`src/clock_pkg.sv`:
```
`default_nettype none

package clock_pkg;

	typedef enum logic [1:0] {
		MODE_CLOCK = 2'd0,
		MODE_SETUP = 2'd1,
		MODE_ALARM = 2'd2
	} mode_t;

	typedef enum logic [1:0] {
		POS_SEC = 2'd0,
		POS_MIN = 2'd1,
		POS_HR  = 2'd2
	} pos_t;	// field under edit

	typedef logic [5:0] field_t;	// 0..59 binary
	typedef logic [3:0] digit_t;
	typedef logic [6:0] seg_t;	// {a,b,c,d,e,f,g}, active high
	typedef logic [5:0] enb_t;	// one per digit, active low

	localparam int N_DIGITS = 6;
	localparam int N_KEYS   = 4;

	// button vector layout
	localparam int KEY_MODE  = 0;
	localparam int KEY_POS   = 1;
	localparam int KEY_INC   = 2;
	localparam int KEY_ALARM = 3;

	localparam field_t MIN_SEC_MAX = 6'd59;
	localparam field_t HR_MAX      = 6'd23;
	localparam seg_t   SEG_BLANK   = 7'b000_0000;

	function automatic seg_t digit_to_seg(input digit_t d);
		case (d)
			4'd0:    return 7'b111_1110;
			4'd1:    return 7'b011_0000;
			4'd2:    return 7'b110_1101;
			4'd3:    return 7'b111_1001;
			4'd4:    return 7'b011_0011;
			4'd5:    return 7'b101_1011;
			4'd6:    return 7'b101_1111;
			4'd7:    return 7'b111_0000;
			4'd8:    return 7'b111_1111;
			4'd9:    return 7'b111_0011;
			default: return SEG_BLANK;	// not a decimal digit
		endcase
	endfunction

endpackage

`default_nettype wire

```
`src/digital_clock_top.sv`:
```
`timescale 1ns/10ps
`default_nettype none

module digital_clock_top #(
	parameter int TICK_DIV  = 50_000_000,	// 1 Hz at 50 MHz
	parameter int SCAN_DIV  = 50_000,
	parameter int BLINK_DIV = 12_500_000,
	parameter int DEB_DIV   = 500_000
) (
	input  logic				clk,
	input  logic				rst_n,
	input  logic	[clock_pkg::N_KEYS-1:0]	i_btn,
	output clock_pkg::seg_t			o_seg,
	output clock_pkg::enb_t			o_seg_enb,
	output logic				o_alarm
);

	logic			sec_tick;
	clock_pkg::mode_t	mode;
	clock_pkg::pos_t	pos;
	logic			alarm_en;
	logic			run;
	logic	[2:0]		tod_step;
	logic	[2:0]		alm_step;
	clock_pkg::field_t	tod_sec, tod_min, tod_hr;
	clock_pkg::field_t	alm_sec, alm_min, alm_hr;
	logic			alarm_hit;

	tick_gen #(.DIV(TICK_DIV)) u_sec_tick (
		.clk	(clk),
		.rst_n	(rst_n),
		.o_tick	(sec_tick)
	);

	mode_ctrl #(.DEB_DIV(DEB_DIV)) u_mode_ctrl (
		.clk		(clk),
		.rst_n		(rst_n),
		.i_btn		(i_btn),
		.i_sec_tick	(sec_tick),
		.o_mode		(mode),
		.o_pos		(pos),
		.o_alarm_en	(alarm_en),
		.o_run		(run),
		.o_tod_step	(tod_step),
		.o_alm_step	(alm_step)
	);

	time_counter #(.CARRY(1)) u_tod (
		.clk(clk), .rst_n(rst_n), .i_run(run), .i_step(tod_step),
		.o_sec(tod_sec), .o_min(tod_min), .o_hr(tod_hr)
	);

	time_counter #(.CARRY(0)) u_alm (	// run ignored inside
		.clk(clk), .rst_n(rst_n), .i_run(run), .i_step(alm_step),
		.o_sec(alm_sec), .o_min(alm_min), .o_hr(alm_hr)
	);

	display_mux #(
		.SCAN_DIV	(SCAN_DIV),
		.BLINK_DIV	(BLINK_DIV)
	) u_display_mux (
		.clk(clk), .rst_n(rst_n), .i_mode(mode), .i_pos(pos),
		.i_tod_sec(tod_sec), .i_tod_min(tod_min), .i_tod_hr(tod_hr),
		.i_alm_sec(alm_sec), .i_alm_min(alm_min), .i_alm_hr(alm_hr),
		.o_seg(o_seg), .o_seg_enb(o_seg_enb)
	);

	// alarm latches on match, held until disabled
	assign alarm_hit = (tod_sec == alm_sec) && (tod_min == alm_min) && (tod_hr == alm_hr);

	always_ff @(posedge clk or negedge rst_n) begin
		if (!rst_n)
			o_alarm <= 1'b0;
		else
			o_alarm <= alarm_en && (alarm_hit || o_alarm);
	end

endmodule

`default_nettype wire

```
`src/display_mux.sv`:
```
`timescale 1ns/10ps
`default_nettype none

module display_mux #(
	parameter int SCAN_DIV  = 50_000,
	parameter int BLINK_DIV = 12_500_000
) (
	input  logic			clk,
	input  logic			rst_n,
	input  clock_pkg::mode_t	i_mode,
	input  clock_pkg::pos_t		i_pos,
	input  clock_pkg::field_t	i_tod_sec,
	input  clock_pkg::field_t	i_tod_min,
	input  clock_pkg::field_t	i_tod_hr,
	input  clock_pkg::field_t	i_alm_sec,
	input  clock_pkg::field_t	i_alm_min,
	input  clock_pkg::field_t	i_alm_hr,
	output clock_pkg::seg_t		o_seg,
	output clock_pkg::enb_t		o_seg_enb
);

	localparam int IW   = $clog2(clock_pkg::N_DIGITS);
	localparam int LAST = clock_pkg::N_DIGITS - 1;

	logic			scan_tick;
	logic			blink_tick;
	logic			scan_vld;	// set by first scan tick
	logic	[IW-1:0]	scan_idx;
	logic			blink_ph;	// 0 = selected pair off
	clock_pkg::field_t	show_sec;
	clock_pkg::field_t	show_min;
	clock_pkg::field_t	show_hr;
	clock_pkg::digit_t	digit [clock_pkg::N_DIGITS];
	logic	[clock_pkg::N_DIGITS-1:0]	blank_mask;

	tick_gen #(
		.DIV	(SCAN_DIV)
	) u_scan_tick (
		.clk	(clk),
		.rst_n	(rst_n),
		.o_tick	(scan_tick)
	);

	tick_gen #(
		.DIV	(BLINK_DIV)
	) u_blink_tick (
		.clk	(clk),
		.rst_n	(rst_n),
		.o_tick	(blink_tick)
	);

	// ------------------------------
	// digit values
	// ------------------------------
	assign show_sec = (i_mode == clock_pkg::MODE_ALARM) ? i_alm_sec : i_tod_sec;
	assign show_min = (i_mode == clock_pkg::MODE_ALARM) ? i_alm_min : i_tod_min;
	assign show_hr  = (i_mode == clock_pkg::MODE_ALARM) ? i_alm_hr  : i_tod_hr;

	always_comb begin
		digit[0] = clock_pkg::digit_t'(show_sec % 6'd10);
		digit[1] = clock_pkg::digit_t'(show_sec / 6'd10);
		digit[2] = clock_pkg::digit_t'(show_min % 6'd10);
		digit[3] = clock_pkg::digit_t'(show_min / 6'd10);
		digit[4] = clock_pkg::digit_t'(show_hr % 6'd10);
		digit[5] = clock_pkg::digit_t'(show_hr / 6'd10);
	end

	// blinking only while editing
	always_ff @(posedge clk or negedge rst_n) begin
		if (!rst_n)
			blink_ph <= 1'b0;
		else if (blink_tick)
			blink_ph <= ~blink_ph;
	end

	always_comb begin
		blank_mask = '0;
		if (i_mode != clock_pkg::MODE_CLOCK && !blink_ph) begin
			case (i_pos)
				clock_pkg::POS_SEC: blank_mask = 6'b00_0011;
				clock_pkg::POS_MIN: blank_mask = 6'b00_1100;
				clock_pkg::POS_HR:  blank_mask = 6'b11_0000;
				default:            blank_mask = '0;
			endcase
		end
	end

	// ------------------------------
	// scan
	// ------------------------------
	always_ff @(posedge clk or negedge rst_n) begin
		if (!rst_n) begin
			scan_vld <= 1'b0;
			scan_idx <= '0;
		end else if (scan_tick) begin
			scan_vld <= 1'b1;
			if (scan_vld)
				scan_idx <= (scan_idx == IW'(LAST)) ? '0 : scan_idx + IW'(1);
		end
	end

	assign o_seg_enb = scan_vld ? ~(clock_pkg::enb_t'(1) << scan_idx) : '1;
	assign o_seg     = blank_mask[scan_idx] ? clock_pkg::SEG_BLANK
		: clock_pkg::digit_to_seg(digit[scan_idx]);

endmodule

`default_nettype wire

```
`src/key_debounce.sv`:
```
`timescale 1ns/10ps
`default_nettype none

module key_debounce #(
	parameter int DEB_DIV = 500_000
) (
	input  logic				clk,
	input  logic				rst_n,
	input  logic	[clock_pkg::N_KEYS-1:0]	i_btn,
	output logic	[clock_pkg::N_KEYS-1:0]	o_press
);

	logic				smp_tick;
	logic	[clock_pkg::N_KEYS-1:0]	smp_new;	// latest sample
	logic	[clock_pkg::N_KEYS-1:0]	smp_old;	// one sample back

	tick_gen #(
		.DIV	(DEB_DIV)
	) u_smp_tick (
		.clk	(clk),
		.rst_n	(rst_n),
		.o_tick	(smp_tick)
	);

	// low, high, high over three samples gives one press
	always_ff @(posedge clk or negedge rst_n) begin
		if (!rst_n) begin
			smp_new <= '0;
			smp_old <= '0;
			o_press <= '0;
		end else begin
			o_press <= '0;	// single clock pulse
			if (smp_tick) begin
				smp_new <= i_btn;
				smp_old <= smp_new;
				o_press <= i_btn & smp_new & ~smp_old;
			end
		end
	end

endmodule

`default_nettype wire

```
`src/mode_ctrl.sv`:
```
`timescale 1ns/10ps
`default_nettype none

module mode_ctrl #(
	parameter int DEB_DIV = 500_000
) (
	input  logic				clk,
	input  logic				rst_n,
	input  logic	[clock_pkg::N_KEYS-1:0]	i_btn,
	input  logic				i_sec_tick,
	output clock_pkg::mode_t		o_mode,
	output clock_pkg::pos_t			o_pos,
	output logic				o_alarm_en,
	output logic				o_run,
	output logic	[2:0]			o_tod_step,	// {hr, min, sec}
	output logic	[2:0]			o_alm_step
);

	logic	[clock_pkg::N_KEYS-1:0]	press;
	logic	[2:0]			pos_hot;

	key_debounce #(
		.DEB_DIV	(DEB_DIV)
	) u_key_debounce (
		.clk		(clk),
		.rst_n		(rst_n),
		.i_btn		(i_btn),
		.o_press	(press)
	);

	// ------------------------------
	// mode and position FSMs
	// ------------------------------
	always_ff @(posedge clk or negedge rst_n) begin
		if (!rst_n) begin
			o_mode <= clock_pkg::MODE_CLOCK;
		end else if (press[clock_pkg::KEY_MODE]) begin
			case (o_mode)
				clock_pkg::MODE_CLOCK: o_mode <= clock_pkg::MODE_SETUP;
				clock_pkg::MODE_SETUP: o_mode <= clock_pkg::MODE_ALARM;
				default:               o_mode <= clock_pkg::MODE_CLOCK;
			endcase
		end
	end

	always_ff @(posedge clk or negedge rst_n) begin
		if (!rst_n) begin
			o_pos <= clock_pkg::POS_SEC;
		end else if (press[clock_pkg::KEY_POS]) begin
			case (o_pos)
				clock_pkg::POS_SEC: o_pos <= clock_pkg::POS_MIN;
				clock_pkg::POS_MIN: o_pos <= clock_pkg::POS_HR;
				default:            o_pos <= clock_pkg::POS_SEC;
			endcase
		end
	end

	// alarm enable flips in any mode
	always_ff @(posedge clk or negedge rst_n) begin
		if (!rst_n)
			o_alarm_en <= 1'b0;
		else if (press[clock_pkg::KEY_ALARM])
			o_alarm_en <= ~o_alarm_en;
	end

	// ------------------------------
	// increment routing
	// ------------------------------
	always_comb begin
		case (o_pos)
			clock_pkg::POS_SEC: pos_hot = 3'b001;
			clock_pkg::POS_MIN: pos_hot = 3'b010;
			clock_pkg::POS_HR:  pos_hot = 3'b100;
			default:            pos_hot = 3'b000;
		endcase
	end

	always_ff @(posedge clk or negedge rst_n) begin
		if (!rst_n) begin
			o_tod_step <= '0;
			o_alm_step <= '0;
		end else begin
			o_tod_step <= '0;
			o_alm_step <= '0;
			if (press[clock_pkg::KEY_INC]) begin
				if (o_mode == clock_pkg::MODE_SETUP)
					o_tod_step <= pos_hot;
				else if (o_mode == clock_pkg::MODE_ALARM)
					o_alm_step <= pos_hot;
				// ignored in clock mode
			end
		end
	end

	assign o_run = i_sec_tick && (o_mode != clock_pkg::MODE_SETUP);	// frozen while setting

endmodule

`default_nettype wire

```
`src/tick_gen.sv`:
```
`timescale 1ns/10ps
`default_nettype none

module tick_gen #(
	parameter int DIV = 1000
) (
	input  logic	clk,
	input  logic	rst_n,
	output logic	o_tick
);

	localparam int CW = (DIV > 1) ? $clog2(DIV) : 1;

	logic	[CW-1:0]	cnt;

	// free running divider, one pulse per DIV clocks
	always_ff @(posedge clk or negedge rst_n) begin
		if (!rst_n) begin
			cnt    <= '0;
			o_tick <= 1'b0;
		end else if (cnt == CW'(DIV - 1)) begin
			cnt    <= '0;
			o_tick <= 1'b1;	// reload cycle
		end else begin
			cnt    <= cnt + CW'(1);
			o_tick <= 1'b0;
		end
	end

endmodule

`default_nettype wire

```
`src/time_counter.sv`:
```
`timescale 1ns/10ps
`default_nettype none

module time_counter #(
	parameter int CARRY = 1
) (
	input  logic		clk,
	input  logic		rst_n,
	input  logic		i_run,
	input  logic	[2:0]	i_step,	// {hr, min, sec}
	output clock_pkg::field_t	o_sec,
	output clock_pkg::field_t	o_min,
	output clock_pkg::field_t	o_hr
);

	logic	run_en;
	logic	sec_max;
	logic	min_max;
	logic	sec_inc;
	logic	min_inc;
	logic	hr_inc;

	// +1 modulo lim+1
	function automatic clock_pkg::field_t wrap_inc(
		input clock_pkg::field_t val,
		input clock_pkg::field_t lim
	);
		return (val >= lim) ? '0 : val + 6'd1;
	endfunction

	// alarm copy never runs on its own
	assign run_en  = (CARRY != 0) && i_run;

	assign sec_max = (o_sec == clock_pkg::MIN_SEC_MAX);
	assign min_max = (o_min == clock_pkg::MIN_SEC_MAX);

	// carries only come from the running second, steps never carry
	assign sec_inc = run_en || i_step[0];
	assign min_inc = (run_en && sec_max) || i_step[1];
	assign hr_inc  = (run_en && sec_max && min_max) || i_step[2];

	always_ff @(posedge clk or negedge rst_n) begin
		if (!rst_n) begin
			o_sec <= '0;
			o_min <= '0;
			o_hr  <= '0;
		end else begin
			if (sec_inc)
				o_sec <= wrap_inc(o_sec, clock_pkg::MIN_SEC_MAX);
			if (min_inc)
				o_min <= wrap_inc(o_min, clock_pkg::MIN_SEC_MAX);
			if (hr_inc)
				o_hr <= wrap_inc(o_hr, clock_pkg::HR_MAX);	// 23 -> 0
		end
	end

endmodule

`default_nettype wire
```
`config.mk`:
```
export PLATFORM = sky130hd
export DESIGN_NAME = digital_clock_top
export DESIGN_NICKNAME = d
export VERILOG_FILES = /design/src/clock_pkg.sv /design/src/digital_clock_top.sv /design/src/display_mux.sv /design/src/key_debounce.sv /design/src/mode_ctrl.sv /design/src/tick_gen.sv /design/src/time_counter.sv
export SDC_FILE = /design/constraint.sdc
export NUM_CORES = 1
export LEC_CHECK = 0
export ABC_CLOCK_PERIOD_IN_PS = 12200
export BUFFER_PORTS_ARGS = -buffer_cell sky130_fd_sc_hd__buf_4
export CORE_UTILIZATION = 50
export DETAILED_ROUTE_END_ITERATION = 10
export GPL_TIMING_DRIVEN = 1
export HOLD_SLACK_MARGIN = 0.02
export PLACE_DENSITY = 0.66
export SYNTH_ARGS = -nofsm -noshare
export SYNTH_HDL_FRONTEND = slang
export SYNTH_HIERARCHICAL = 1
export SYNTH_SLANG_ARGS = --single-unit
export TNS_END_PERCENT = 5
```
`constraint.sdc`:
```
create_clock -name clk -period 12.2 [get_ports clk]
set_input_delay 1.83 -clock clk [delete_from_list [all_inputs] [get_ports clk]]
set_output_delay 1.83 -clock clk [all_outputs]
set_load 0.1 [all_outputs]
```
# Yosys cells after proc, flatten, opt, wreduce, memory -nomap -nowiden

Memories as Yosys holds them, arrays and structs flattened.
Cells that the tools add are included.

Bits in latches: 0
Register bits: 154
Memory bits (writable): 0
Bits of input ports: 6
Memories kept: 1
ROM bits: 112
Logic and storage cells: 127

Shift operators: 1
Bitwise logic cells: 7
$lt $le $gt $ge: 8
Add/sub/neg operators: 11
$mul: 0
Eq/ne operators: 15
Reduce and logical (&&, ||, !) cells: 16
Divide/modulo/power cells: 6
Mux-type cells: 36

Memories:

| name             | words | width | rd ports | clocked after memory_dff | wr ports | line            | source |
|---|---|---|---|---|---|---|---|
| (name not given) | 16    | 7     | 1        | 0                        | 0        | clock_pkg.sv:36 | `case (d)` |

Operators by type and width:

| kind                                                              | count |
|---|---|
| two-way mux 6 bit                                                 | 11 |
| adder 6 x 1 -> 6 bit, second input constant                       | 6 |
| adder 26 x 1 -> 26 bit, second input constant                     | 1 |
| equality test 26 bit, second input constant                       | 1 |
| two-way mux 26 bit                                                | 1 |
| adder 24 x 1 -> 24 bit, second input constant                     | 1 |
| equality test 24 bit, second input constant                       | 1 |
| greater-or-equal comparator 6 bit, second input constant          | 4 |
| two-way mux 24 bit                                                | 1 |
| adder 19 x 1 -> 19 bit, second input constant                     | 1 |
| equality test 19 bit, second input constant                       | 1 |
| two-way mux 19 bit                                                | 1 |
| divider 6 x 4 -> 6 bit, second input constant                     | 3 |
| equality test 6 bit                                               | 3 |
| modulo 6 x 4 -> 6 bit, second input constant                      | 3 |
| two-way mux 3 bit                                                 | 6 |
| one-hot mux 6 bit (3 select lines)                                | 1 |
| adder 16 x 1 -> 16 bit, second input constant                     | 1 |
| equality test 16 bit, second input constant                       | 1 |
| two-way mux 16 bit                                                | 1 |
| binary-select mux 4 bit (select 3 bit)                            | 1 |
| equality test 6 bit, second input constant                        | 2 |
| greater-or-equal comparator 6 x 5 -> 1 bit, second input constant | 2 |
| two-way mux 4 bit                                                 | 3 |
| other kinds (24)                                                  | 43 |

# Longest topological paths before layout

Gate-level depths: netlist (run 1).
An unclocked memory read counts as a cell.

Depth after elaboration: 8
Gate-level depth with buffers: 19
Gate-level depth less buffers: 17

# Modules after synthesis

The synthesis (run 1) kept the hierarchy.

By module, submodules not included:

| module                                            | cells an instance | area each (um2) | instances | sequential area each (um2) |
|---|---|---|---|---|
| display_mux                                       | 287               | 2108.3          | 1         | 125.1 |
| tick_gen at u_sec_tick                            | 135               | 1362.6          | 1         | 675.6 |
| tick_gen at u_display_mux.u_blink_tick            | 117               | 1202.4          | 1         | 625.6 |
| time_counter at u_tod                             | 104               | 998.5           | 1         | 450.4 |
| tick_gen at u_mode_ctrl.u_key_debounce.u_smp_tick | 86                | 942.2           | 1         | 500.5 |
| time_counter at u_alm                             | 86                | 902.1           | 1         | 450.4 |
| tick_gen at u_display_mux.u_scan_tick             | 68                | 787.0           | 1         | 425.4 |
| key_debounce                                      | 25                | 465.4           | 1         | 300.3 |
| mode_ctrl                                         | 33                | 409.1           | 1         | 275.3 |
| digital_clock_top                                 | 26                | 227.7           | 1         | 25.0 |

# Worst setup path after synthesis (run 1)

No wires, ideal clock.

Kind: register to output
Start point: reg u_mode_ctrl.o_mode[0]
End point: out o_seg[3]
Cell stages (with the launch flop): 17
Path buffers: 3
Arrival: 5.545 ns
Setup slack: 4.825 ns
Cell sequence: dfrtp_1 -> nor2b_1 -> buf_6 -> buf_6 -> clkbuf_1 -> o31ai_1 -> ha_1 -> a21boi_1 -> a2111oi_2 -> o21ai_1 -> a21oi_1 -> nor3b_1 -> a211oi_1 -> inv_1 -> ha_1 -> nand2b_1 -> a211oi_1

Longest elaborated chain between the ends: 8

RTL lines:

| element                                              | line                                                    | source |
|---|---|---|
| start: declaration                                   | mode_ctrl.sv:11                                         | `output clock_pkg::mode_t o_mode,` |
| start signal: assignment                             | mode_ctrl.sv:36                                         | `o_mode <= clock_pkg::MODE_CLOCK;` |
| start signal: assignment                             | mode_ctrl.sv:39                                         | `clock_pkg::MODE_CLOCK: o_mode <= clock_pkg::MODE_SETUP;` |
| start signal: assignment                             | mode_ctrl.sv:40                                         | `clock_pkg::MODE_SETUP: o_mode <= clock_pkg::MODE_ALARM;` |
| equality test 2 bit                                  | display_mux.sv:55, display_mux.sv:56, display_mux.sv:57 |  |
| two-way mux 6 bit (on tied branches)                 | display_mux.sv:57, display_mux.sv:55, display_mux.sv:56 |  |
| divider 6 x 4 -> 6 bit, or another cell as far along | display_mux.sv:65                                       | `digit[5] = clock_pkg::digit_t'(show_hr / 6'd10);` |
| binary-select mux 4 bit (select 3 bit)               | display_mux.sv:104                                      | `: clock_pkg::digit_to_seg(digit[scan_idx]);` |
| two-way mux 4 bit (implied by the code) (2 in a row) | display_mux.sv:104                                      |  |
| memory (16 x 7 bit)                                  | --                                                      |  |
| two-way mux 7 bit *                                  | display_mux.sv:103                                      | `assign o_seg = blank_mask[scan_idx] ? clock_pkg::SEG_BLANK` |
| end: declaration                                     | digital_clock_top.sv:13                                 | `output clock_pkg::seg_t o_seg,` |

Every way passes the cells marked *; elsewhere a longest branch is shown, timed or not. The select of a mux whose other input is x is not followed.

# Worst setup path after layout (run 1)

Ends and elaborated chain as after synthesis.

==> results.txt, run 1 <==
The flow ran to the end, but the final reports show violations. The checks that failed: DRC. The final number of setup-violating endpoints is 0. TritonCTS built the clock tree. The switching fraction of total power came out at 22.6%. The share of power burned in the clock network is 50.9%. The number of port buffers is 19.

The post-CTS resize count came out at 0. The met3 track utilization from global routing came out at 3.83%. The synthesis warning total is 6.

The number of synthesized register bits is 154. The fraction of power consumed by combinational cells is 1.1%. The number of different library cells used by synthesis comes to 100. The total nets after synthesis came out at 995. Sequential cells were found to cover 41.0% of the synthesized design area.

The design draws 1.06 mW. The number of antenna diodes in the final layout is 0. The total overflow left after global routing is 0. Cells with a size suffix above 1 make up 13.4% of the layout.

The worst voltage drop across the vdd grid came out at 0.0957 mV. The initial core utilization is 51.7%. The number of H-tree levels came out at 4. Across all layers, the routed design uses 7,187 vias. The combined global-route utilization of all metal layers is 20.8%. The critical path in this run is classified as flop to primary output. Summed over all instances, the cell type with the most area after synthesis is sky130_fd_sc_hd__dfrtp_1. The worst hold path begins at u_mode_ctrl/u_key_debounce/o_press[3]. The tree built by TritonCTS fans out to 154 sinks. Summed over all layers, the routed wires come to 18,800 µm.

The row count is 49. For hold timing, the worst endpoint is u_mode_ctrl/o_alarm_en. The number of global-route vias before repair came out at 6,663. By area the synthesized netlist is led by sky130_fd_sc_hd__dfrtp_1, sky130_fd_sc_hd__xnor2_1, sky130_fd_sc_hd__nand2_1, sky130_fd_sc_hd__nor2_1, sky130_fd_sc_hd__ha_1. The area growth from synthesis to layout is 9.42%. The count of nets left with antenna violations once routing finished came out at 0. The most instantiated flip-flop cell in the synthesis netlist is sky130_fd_sc_hd__dfrtp_1. After clock tree synthesis, the flow added hold-fix buffers numbering 0.

The endpoint of the worst-slack reg-to-reg timing path is u_display_mux/u_blink_tick/cnt[15]. Clock latency on the worst-skew pair, taken at its later pin, is 0.43 ns. The cell count after synthesis came out at 967. The number of pins exceeding their max-slew limit in the final report came to 0. The time the worst path needs with I/O delays and setup came out at 6.69 ns. The count of filler cells inserted in the layout came out at 1,639. Entering global routing, the biggest net connects 82 pins. The worst-case clock skew is 0.00676 ns. The core region is 18,200 µm².

In this run the tightest slew margin relative to its limit is 27.7%. The worst register-to-register path has a depth of 5. The placer congestion estimate came out at 0.907. The worst register-to-register path begins at u_display_mux/u_blink_tick/cnt[0]. The switching component of the power came out at 0.241 mW. The net total in the final layout came out at 1,012.

At the pin with the least slew margin, the transition time is 1.08 ns. The busiest layer in global routing is met2. The worst hold path stage count came out at 1. The internal portion of the total power is 0.823 mW. Power spread over the standard cell area amounts to 103 nW/µm². The total clock buffers created by CTS came out at 17. The critical path goes through nand2b_1 > buf_4 > mux2i_4 > nand2_1 > nand2_1 > ha_1 > nand2_1 > o21ai_1 > o31ai_4 > xnor2_1 > o21ai_0 > a31oi_1 > a211oi_1 > inv_1 > ha_1 > nand2b_1 > a211oi_1 > buf_4.

The iteration-0 DRC count of the detailed router came out at 479. The highest net fanout along the worst path came out at 29. The number of enable flip-flop cells after synthesis came out at 0. The reg-to-reg setup timing slack came out at 10.02 ns. The path class of the tightest hold or removal check is flop to flop. The average footprint of a synthesized cell came out at 9.73 µm². Summed over all nets, the half-perimeter wirelength after detailed placement is 13,200 µm. The pre-CTS setup slack is 6.03 ns. After synthesis, the share of flip-flops with an asynchronous set or reset is 100%. The most common cell after layout, fill and taps aside is sky130_fd_sc_hd__dfrtp_1. Dividing the detail-routed via count by the number of cells gives 5.86.

The number of primary I/O pins came out at 20. Leaving out fill and tap cells, the most frequent cells in the layout are sky130_fd_sc_hd__dfrtp_1, sky130_fd_sc_hd__nand2_1, sky130_fd_sc_hd__nor2_1, sky130_fd_sc_hd__xnor2_1, sky130_fd_sc_hd__o21ai_0. The total of max-cap violations is 0. For the worst setup path, the data required time is 10.37 ns. The static leakage power is 4.36 nW. The kind of launch point of the worst setup path is a flop. The cell area after synthesis is 9410 µm². The first-pass iteration count of the detailed router came out at 10. In this run the horizontal extent of the chip is 139 µm. The clock-pin transition on the worst setup and hold timing paths is 0.06 ns. For this design, the slowest cell found on the critical path is sky130_fd_sc_hd__a211oi_1. The longest clock path from root to sink contains 2 buffers. Once the clock tree was built, the setup fixing pass inserted 0 buffers. The fraction of power consumed by sequential logic came out at 48.0%. The final-report hold violation count was 0. The fraction of synthesized cell area taken by the top area cell type came out at 41.0%. The sum of negative setup slack is 0 ns. The cell occurring most often along the worst timing path is sky130_fd_sc_hd__nand2_1.

Dividing the final minimum period by the clock period gives 54.8%. The number of antenna violations at the first check in global routing was 0. Setup repair after global routing left no endpoint under its margin. The final critical-path setup slack came out at 5.51 ns. The die covers 19,400 µm².

The largest incremental delay on the critical path is 0.58 ns. The global routing usage on met1 is 30.5%. The die span in y is 139 µm. The type of destination of the critical path is a primary output. The first global-routing pass estimated 32,700 µm of wire. The fmax came out at 150 MHz. The cell sitting at the root of the clock tree is a sky130_fd_sc_hd__clkbuf_16. The post-route DRC violation count is 3. The arrival time at the worst endpoint came out at 4.86 ns. The average wire per cell in the routed design is 15.4 µm. The final hold slack is 0.433 ns. In the global route stage, met2 resource usage came out at 31.2%.
==> cell usage after synthesis (14+ instances only) <==
cell type,count
sky130_fd_sc_hd__nor3_1,20
sky130_fd_sc_hd__nand4_1,33
sky130_fd_sc_hd__ha_1,22
sky130_fd_sc_hd__o21ai_0,46
sky130_fd_sc_hd__inv_1,28
sky130_fd_sc_hd__o31ai_1,20
sky130_fd_sc_hd__and3_1,15
sky130_fd_sc_hd__xnor2_1,48
sky130_fd_sc_hd__nand3_1,34
sky130_fd_sc_hd__mux2i_1,20
sky130_fd_sc_hd__a21oi_1,42
sky130_fd_sc_hd__xor2_1,31
sky130_fd_sc_hd__nand2_1,85
sky130_fd_sc_hd__dfrtp_1,154
sky130_fd_sc_hd__nor2b_1,14
sky130_fd_sc_hd__nor2_1,76
sky130_fd_sc_hd__nand2b_1,22
==> power groups by stage <==
| stage | combinational, mW | clock, mW | sequential [mW] |
|---|---|---|---|
| 2_1_floorplan | 0.0000320 | 0 | 0.520 |
| 3_3_place_gp | 0.0123 | 0 | 0.520 |
| 3_5_place_dp | 0.0123 | 0 | 0.520 |
| 4_1_cts | 0.0124 | 0.558 | 0.510 |
| 5_1_grt | 0.0138 | 0.578 | 0.510 |
| 6_report | 0.0113 | 0.542 | 0.511 |
==> layer usage <==
layer  up-vias  share of wire (%)
met5         -                  0
met1      3472                 51
li1       3599                  -
met4         0                1.1
met3        18                3.3
met2        98                 44
==> final cells by class <==
class,count,area (µm²),area share [%]
Multi-Input combinational cell,759,5260,51.1
Tap cell,229,287,2.78
Timing Repair Buffer,23,176,1.71
Clock buffer,18,429,4.17
Clock inverter,14,174,1.69
Inverter,29,109,1.06
Sequential cell,154,3850,37.4
==> worst max path at each step <==
| stage | slack (ns) | end | cells past startpoint | start |
|---|---|---|---|---|
| 6_report | 5.51 | o_seg[3] | 18 | u_mode_ctrl/o_mode[0] |
| 5_1_grt | 5.11 | o_seg[3] | 18 | u_mode_ctrl/o_mode[0] |
| 4_1_cts | 5.53 | o_seg[3] | 18 | u_mode_ctrl/o_mode[0] |
| 3_3_place_gp | 6.17 | o_seg[3] | 17 | u_mode_ctrl/o_mode[0] |
| 3_5_place_dp | 6.03 | o_seg[3] | 18 | u_mode_ctrl/o_mode[0] |
| 2_1_floorplan | 4.83 | o_seg[3] | 16 | u_mode_ctrl/o_mode[0] |
==> sequential cells by signal, summed over array words and instances, names as in the netlist, 2 cells and up <==
register,flops
u_display_mux/u_blink_tick/cnt,24
u_alm/o_hr,6
u_mode_ctrl/u_key_debounce/smp_old,4
u_mode_ctrl/o_mode,2
u_alm/o_sec,6
u_tod/o_hr,6
u_alm/o_min,6
u_mode_ctrl/u_key_debounce/smp_new,4
u_mode_ctrl/u_key_debounce/u_smp_tick/cnt,19
u_sec_tick/cnt,26
u_mode_ctrl/o_alm_step,3
u_mode_ctrl/u_key_debounce/o_press,4
u_display_mux/scan_idx,3
u_tod/o_sec,6
u_mode_ctrl/o_tod_step,3
u_mode_ctrl/o_pos,2
u_tod/o_min,6
u_display_mux/u_scan_tick/cnt,16
==> worst max-delay path, delay by kind of cell, from the launching register on <==
| kind | cells | cell delay [ns] |
|---|---|---|
| compound gates | 6 | 1.46 |
| xor+xnor | 1 | 0.19 |
| fa+ha+maj | 2 | 0.45 |
| buf+inv | 3 | 0.83 |
| flops | 1 | 0.49 |
| mux | 1 | 0.40 |
| simple gates | 5 | 0.60 |
==> logic make-up (layout without fill, tap and decap cells) <==
| family | after synthesis | count (layout) | share of synthesized area, % |
|---|---|---|---|
| fa+ha+maj | 23 | 23 | 3.03 |
| compound gates | 211 | 211 | 15.7 |
| buf+inv | 54 | 84 | 3.10 |
| mux | 40 | 40 | 5.29 |
| xor+xnor | 79 | 79 | 7.36 |
| simple gates | 406 | 406 | 24.5 |
| flops | 154 | 154 | 41.0 |
==> stage by stage <==
| step | util (%) | cell area [µm²] | instances |
|---|---|---|---|
| floorplan | - | 9410 | 967 |
| global placement | 53.2 | 9690 | 1194 |
| detailed placement | 53.2 | 9690 | 1194 |
| CTS | 56.5 | 10300 | 1226 |
| global route | 56.5 | 10300 | 1226 |
| finish | 56.5 | 10300 | 1226 |
Power figures use the tool's default switching activity.
==> run 2, diff against run 1 <==
--- a/config.mk
+++ b/config.mk
@@ -5,13 +5,13 @@
 export SDC_FILE = /design/constraint.sdc
 export NUM_CORES = 1
 export LEC_CHECK = 0
-export ABC_CLOCK_PERIOD_IN_PS = 12200
+export ABC_CLOCK_PERIOD_IN_PS = 5810
 export BUFFER_PORTS_ARGS = -buffer_cell sky130_fd_sc_hd__buf_4
 export CORE_UTILIZATION = 50
 export DETAILED_ROUTE_END_ITERATION = 10
 export GPL_TIMING_DRIVEN = 1
 export HOLD_SLACK_MARGIN = 0.02
-export PLACE_DENSITY = 0.66
+export PLACE_DENSITY = 0.68
 export SYNTH_ARGS = -nofsm -noshare
 export SYNTH_HDL_FRONTEND = slang
 export SYNTH_HIERARCHICAL = 1
==> constraint.sdc (replaced) <==
create_clock -name clk -period 5.81 [get_ports clk]
set_input_delay 0.8715 -clock clk [delete_from_list [all_inputs] [get_ports clk]]
set_output_delay 0.8715 -clock clk [all_outputs]
set_load 0.1 [all_outputs]
==> results.txt, run 2 (same netlist as run 1, synthesis figures left out) <==
The flow ran to the end, but the final reports show violations. The final reports fail on DRC. The final hold slack came out at 0.429 ns.

The iteration-0 DRC count of the detailed router is 358. The leftover overflow at the end of global routing is 0. The library cells used most frequently in the layout, excluding fill and tap cells, are sky130_fd_sc_hd__dfrtp_1, sky130_fd_sc_hd__nand2_1, sky130_fd_sc_hd__nor2_1, sky130_fd_sc_hd__xnor2_1, sky130_fd_sc_hd__o21ai_0.

The area of the core is 18,200 µm². The worst setup path is captured at a primary output. The fmax is 186 MHz. The number of pins exceeding their max-slew limit in the final report came out at 0. For the pin with the worst max-slew slack, the measured transition is 1.05 ns. The clock-pin transition on the worst setup and hold timing paths came out at 0.06 ns. The portion of the clock cycle consumed by the worst path in the final layout came out at 92.3%. The worst hold path belongs to the class flop to flop. The die outline width came out at 139 µm. Setup violations remaining at the end of the flow were counted as 0. The setup path with the least slack is of type flop to primary output.

Data on the critical path arrives at its endpoint at 4.49 ns. The full die area came out at 19,400 µm². The worst-case clock skew is 0.0106 ns. The final-report hold violation count is 0.

The register containing the most flip-flops in the final layout is u_sec_tick/cnt. CTS saw 154 sinks. STA classifies the critical path startpoint as a flop.

The clock tree synthesis step divided the H-tree into 4 levels. The highest net fanout along the worst path came out at 10. With fillers left out, the area of the finished cells amounts to 10,300 µm².

The buffers inserted during post-CTS setup optimization came out at 0. In the final layout, the registers with the most flip-flops are u_sec_tick/cnt x26, u_display_mux/u_blink_tick/cnt x24, u_mode_ctrl/u_key_debounce/u_smp_tick/cnt x19. The synthesis-to-finish area growth came out at 9.43%. The standard cell area after detailed placement is 9700 µm².

The initial core utilization came out at 51.7%. In this run the power density over the cells is 211 nW/µm². The detailed-route wire length came out at 18,700 µm. The via count of the routed design is 7,275. The register with the most flip-flops in the layout has 26 of them. The most common cell after layout, fill and taps aside is sky130_fd_sc_hd__dfrtp_1. Including well taps, the total number of placed cells is 1,195. After floorplanning, the core was divided into 49 placement rows. The overall power is 2.17 mW. The non-filler instance count after layout came out at 1,227. The worst-case clock buffer depth is 2. The worst voltage drop across the vdd grid is 0.195 mV. After detailed routing, the average wire length per cell comes to 15.2 µm. The final critical-path setup slack came out at 0.445 ns.

At the end of the flow, the number of nets in the layout was 1,013. The required time at the worst-slack endpoint came out at 4.94 ns. The first global-routing pass estimated 32,700 µm of wire. Routability-driven placement finished with a final weighted congestion of 0.849. The fraction of layout instances using a drive strength above 1 came out at 13.9%.

The number of port buffers came out at 19. In the routed layout, each cell is associated on average with a via count of 5.93. Measured against its own limit, the worst slew margin works out to 29.5%.

TritonCTS built the clock tree. The combined global-route utilization of all metal layers is 20.6%. At the later pin of the worst-skew pair, clock insertion delay measures 0.42 ns. The number of primary I/O pins came out at 20. Setup repair after global routing left no endpoint under its margin. The static leakage power is 4.34 nW. The post-route DRC violation count is 4. Max-cap violations in this run came to 0. The HPWL after detailed placement is 13,100 µm. The pre-CTS setup slack came out at 0.610 ns. The sum of negative setup slack is 0 ns. The die span in y came out at 139 µm. The largest net degree at the start of global routing came out at 93. The number of antenna violations at the first check in global routing came out at 0. The utilization of the core after routing came out at 56.5%. The time the worst path needs with I/O delays and setup came out at 5.37 ns. The tree is rooted in a sky130_fd_sc_hd__clkbuf_16. Once detail routing completed, the nets flagged for antenna violations numbered 0. The first TritonRoute pass finished after 8 iterations. Clock tree synthesis inserted a total of 17 buffers. The final antenna diode count is 0. The number of global-route vias before repair is 6,963.
[run 2: cell types whose count changed in the layout (fill, tap and decap cells not counted)]
| cell | before | now |
|---|---|---|
| sky130_fd_sc_hd__inv_6 | 6 | 5 |
| sky130_fd_sc_hd__nand2b_1 | 22 | 21 |
| sky130_fd_sc_hd__clkinvlp_4 | 1 | 5 |
| sky130_fd_sc_hd__inv_8 | 4 | 3 |
| sky130_fd_sc_hd__a211oi_2 | 2 | 4 |
| sky130_fd_sc_hd__nor2b_4 | 0 | 1 |
| sky130_fd_sc_hd__nand2b_2 | 0 | 1 |
| sky130_fd_sc_hd__buf_4 | 22 | 23 |
| sky130_fd_sc_hd__bufinv_16 | 2 | 1 |
| sky130_fd_sc_hd__a211oi_1 | 6 | 4 |
| sky130_fd_sc_hd__nor2b_2 | 1 | 0 |
| sky130_fd_sc_hd__clkbuf_1 | 1 | 0 |
[run 2: final timing paths]
| check | start | to | slack [ns] | cells after the start |
|---|---|---|---|---|
| max | u_mode_ctrl/o_mode[1] | o_seg[3] | 0.44 | 16 |
| min | u_display_mux/u_blink_tick/o_tick | u_display_mux/blink_ph | 0.43 | 1 |
| max reg2reg | u_display_mux/u_blink_tick/cnt[0] | u_display_mux/u_blink_tick/cnt[3] | 3.70 | 5 |
| min reg2reg | u_display_mux/u_blink_tick/o_tick | u_display_mux/blink_ph | 0.43 | 1 |
| max in group asynchronous | rst_n | u_tod/o_hr[2] | 4.02 | 2 |
| min in group asynchronous | rst_n | u_sec_tick/cnt[7] | 0.51 | 1 |
[run 2: repair_timing]
item,CTS,global route
hold buffers,0,0
resized for setup,0,3
endpoints found under the setup margin,0,6
[run 2: routing by layer]
metal	up-vias	share of wire (%)	track usage, %
li1	3600	-	-
met1	3556	48	27.3
met2	94	48	33.5
met3	25	2.7	4.11
met4	0	1.8	7.60
met5	-	0	0
[run 2: worst max-delay path, cell delays in order, from the launching register on]
cell	delay [ns]
sky130_fd_sc_hd__dfrtp_1	0.46
sky130_fd_sc_hd__nor2b_4	0.37
sky130_fd_sc_hd__mux2i_4	0.40
sky130_fd_sc_hd__nor2_1	0.09
sky130_fd_sc_hd__o31ai_1	0.29
sky130_fd_sc_hd__ha_1	0.20
sky130_fd_sc_hd__a21boi_1	0.30
sky130_fd_sc_hd__a2111oi_2	0.13
sky130_fd_sc_hd__or2_1	0.24
sky130_fd_sc_hd__o21ai_1	0.16
sky130_fd_sc_hd__a21oi_2	0.09
sky130_fd_sc_hd__o31ai_4	0.32
sky130_fd_sc_hd__inv_1	0.13
sky130_fd_sc_hd__ha_1	0.21
sky130_fd_sc_hd__nand2b_1	0.15
sky130_fd_sc_hd__a211oi_2	0.21
sky130_fd_sc_hd__buf_4	0.31
[run 2: area by class of cell]
type                       count  area, µm²
fill                        1607       7920
multi-input combinational    759       5280
sequential                   154       3850
clock buffer                  17        425
tap                          229        287
timing repair buffer          24        184
clock inverter                15        154
inverter                      29        109
[run 2: report_power, final]
| part | leakage, nW | total [mW] | switching [mW] | internal (mW) |
|---|---|---|---|---|
| clock network | 0.269 | 1.08 | 0.472 | 0.605 |
| logic | 1.98 | 0.0233 | 0.0205 | 0.00283 |
| registers | 2.09 | 1.07 | 0 | 1.07 |
| total | 4.34 | 2.17 | 0.493 | 1.68 |
==> run 3, diff against run 2 <==
--- a/config.mk
+++ b/config.mk
@@ -11,7 +11,8 @@
 export DETAILED_ROUTE_END_ITERATION = 10
 export GPL_TIMING_DRIVEN = 1
 export HOLD_SLACK_MARGIN = 0.02
-export PLACE_DENSITY = 0.68
+export PLACE_DENSITY = 0.73
+export REMOVE_ABC_BUFFERS = 1
 export SYNTH_ARGS = -nofsm -noshare
 export SYNTH_HDL_FRONTEND = slang
 export SYNTH_HIERARCHICAL = 1
==> results.txt, run 3 (same netlist as run 1, synthesis figures left out) <==
Setup repair after global routing left no endpoint under its margin. The TritonCTS sink count is 154. The iteration-0 DRC count of the detailed router came out at 499.

The largest registers in the layout are u_sec_tick/cnt x26, u_display_mux/u_blink_tick/cnt x24, u_mode_ctrl/u_key_debounce/u_smp_tick/cnt x19. The multi-input combinational cells in the finished layout cover a total of 5270 µm². The arrival time at the worst endpoint came out at 4.49 ns.

The number of port buffers came out at 19. The floorplan step set the die width to 139 µm. The detailed-route wire length came out at 18,800 µm.

Dividing the detail-routed wire length by the instance count gives 15.3 µm. IR analysis of the VDD net gives a maximum drop of 0.212 mV. The routed layout has 7,286 vias.

The number of H-tree levels is 4. The highest net fanout along the worst path came out at 13. The number of clock buffers added by TritonCTS is 17. The full die area is 19,400 µm².

The clock-pin transition on the worst setup and hold timing paths came out at 0.06 ns. The final-report hold violation count is 0. The via density per instance came out at 5.94. The worst-case clock skew is 0.0105 ns. The first-pass iteration count of the detailed router came out at 10. Relative to the synthesized area, the layout overhead comes to 9.90%.

The combined global-route utilization of all metal layers came out at 20.7%. The number of antenna violations at the first check in global routing came out at 0. The number of flip-flops in the largest register came out at 26. The power density over the cells is 219 nW/µm². The area occupied by registers came out at 3850 µm². By startpoint and endpoint, the worst setup path is classified as flop to primary output. The total of max-cap violations is 0. From bottom edge to top edge, the die measures 139 µm. The register containing the most flip-flops in the final layout is u_sec_tick/cnt. TritonCTS built the clock tree.

The time the worst path needs with I/O delays and setup is 5.36 ns. The fmax came out at 187 MHz. The final number of setup-violating endpoints came out at 0. The startpoint identified for the worst register-to-register timing path is u_display_mux/u_blink_tick/cnt[0]. For the worst-skew pair, the clock arrives at the later sink with an insertion delay of 0.42 ns. The count of filler cells inserted in the layout came out at 1,526.

In this run the most critical hold path is launched from u_display_mux/u_blink_tick/o_tick. At the end of routability-driven placement, the weighted congestion stood at 0.863. The number of global-route vias before repair is 6,839.

The initial core utilization is 51.7%. The required time at the worst-slack endpoint came out at 4.94 ns. The net total in the final layout is 1,013.

The leftover overflow at the end of global routing is 0. STA classifies the critical path startpoint as a flop. After floorplanning, the core was divided into 49 placement rows. The first element of the critical path is u_mode_ctrl/o_mode[0]. Cells with a size suffix above 1 make up 13.7% of the layout.

The static leakage power came out at 4.37 nW. The number of primary I/O pins is 20. The run finished, with violations left. The top cell types in the final layout, fill and taps aside, are sky130_fd_sc_hd__dfrtp_1, sky130_fd_sc_hd__nand2_1, sky130_fd_sc_hd__nor2_1, sky130_fd_sc_hd__xnor2_1, sky130_fd_sc_hd__o21ai_0. The worst relative slew slack is 24.6%. The sum of negative setup slack came out at 0 ns. The global-route wire length before repair is 32,900 µm. The library cell used most frequently in the layout, excluding fill and tap cells, is sky130_fd_sc_hd__dfrtp_1. The final reports fail on DRC. The portion of the clock cycle consumed by the worst path in the final layout is 92.2%. The worst-case clock buffer depth came out at 2.

The slew at the pin with the worst max-slew slack is 1.13 ns. Entering global routing, the biggest net connects 106 pins. The number of pins exceeding their max-slew limit in the final report is 0. The kind of path behind the tightest hold check is flop to flop. The type of destination of the critical path is a primary output.

The buffers inserted during post-CTS setup optimization came out at 0. The HPWL after detailed placement came out at 13,000 µm. The root buffer cell is sky130_fd_sc_hd__clkbuf_16.

The remaining antenna violation count after routing came out at 0. 0 antenna diodes ended up in the layout. The area of the core is 18,200 µm². The overall power came out at 2.26 mW. For this run, design rule violations remaining after detail routing come to 5.
## run 3: cell type report
cell class,instances,share of cell area (%)
Multi-Input combinational cell,759,51.0
Sequential cell,154,37.3
Clock buffer,18,4.25
Tap cell,229,2.77
Clock inverter,13,1.88
Timing Repair Buffer,24,1.78
Inverter,29,1.05
## run 3: final timing paths
check | end | slack, ns | cells past startpoint
setup / recovery | o_seg[3] | 0.45 | 18
hold / removal | u_display_mux/blink_ph | 0.44 | 1
setup reg to reg | u_display_mux/u_blink_tick/cnt[10] | 3.61 | 5
hold reg to reg | u_display_mux/blink_ph | 0.44 | 1
max in group asynchronous | u_display_mux/u_blink_tick/cnt[14] | 4.05 | 2
min in group asynchronous | u_alm/o_hr[3] | 0.55 | 1
## run 3: layer usage
metal / track usage [%] / wire length, µm
met4: 7.08 / 282
met3: 3.49 / 615
met2: 31.8 / 8580
met1: 29.5 / 9320
met5: 0 / 0
## run 3: per-stage QoR
stage                     setup slack [ns]  util [%]  hold WS [ns]  std cells  area (µm²)
after detailed placement             0.602      53.2         0.425       1195        9700
after CTS                            0.151      56.7         0.441       1226       10300
final                                0.452      56.8         0.437       1226       10300
after floorplan                      -1.70         -         0.417        942        9220
after global placement               0.750      53.2         0.422       1195        9700
after global routing                0.0839      56.8         0.468       1226       10300
## run 3: where the power goes
part           total [mW]  internal (mW)  switching (mW)  leakage [nW]
sequential           1.07           1.07               0          2.09
combinational      0.0234        0.00283          0.0205          1.98
clock                1.17          0.731           0.437         0.295
## run 3: what timing repair did
action                                  in CTS  in global routing
endpoints found under the setup margin       0                  6
resized for setup                            0                  2
endpoints found under the hold margin        0                  0
hold buffers                                 0                  0
## run 3: worst max-delay path, cell delays in order, from the launching register on
cell and delay [ns]:
sky130_fd_sc_hd__dfrtp_1 0.48, sky130_fd_sc_hd__nand2b_2 0.28, sky130_fd_sc_hd__buf_4 0.24, sky130_fd_sc_hd__mux2i_1 0.30, sky130_fd_sc_hd__nand2_1 0.11, sky130_fd_sc_hd__nand2_1 0.10
sky130_fd_sc_hd__ha_1 0.19, sky130_fd_sc_hd__nand2_1 0.06, sky130_fd_sc_hd__o21ai_1 0.25, sky130_fd_sc_hd__o31ai_4 0.11, sky130_fd_sc_hd__xnor2_1 0.19, sky130_fd_sc_hd__o21ai_0 0.17
sky130_fd_sc_hd__a31oi_1 0.12, sky130_fd_sc_hd__a211oi_2 0.41, sky130_fd_sc_hd__inv_1 0.13, sky130_fd_sc_hd__ha_1 0.23, sky130_fd_sc_hd__nand2b_1 0.14, sky130_fd_sc_hd__a211oi_1 0.24
sky130_fd_sc_hd__buf_4 0.33
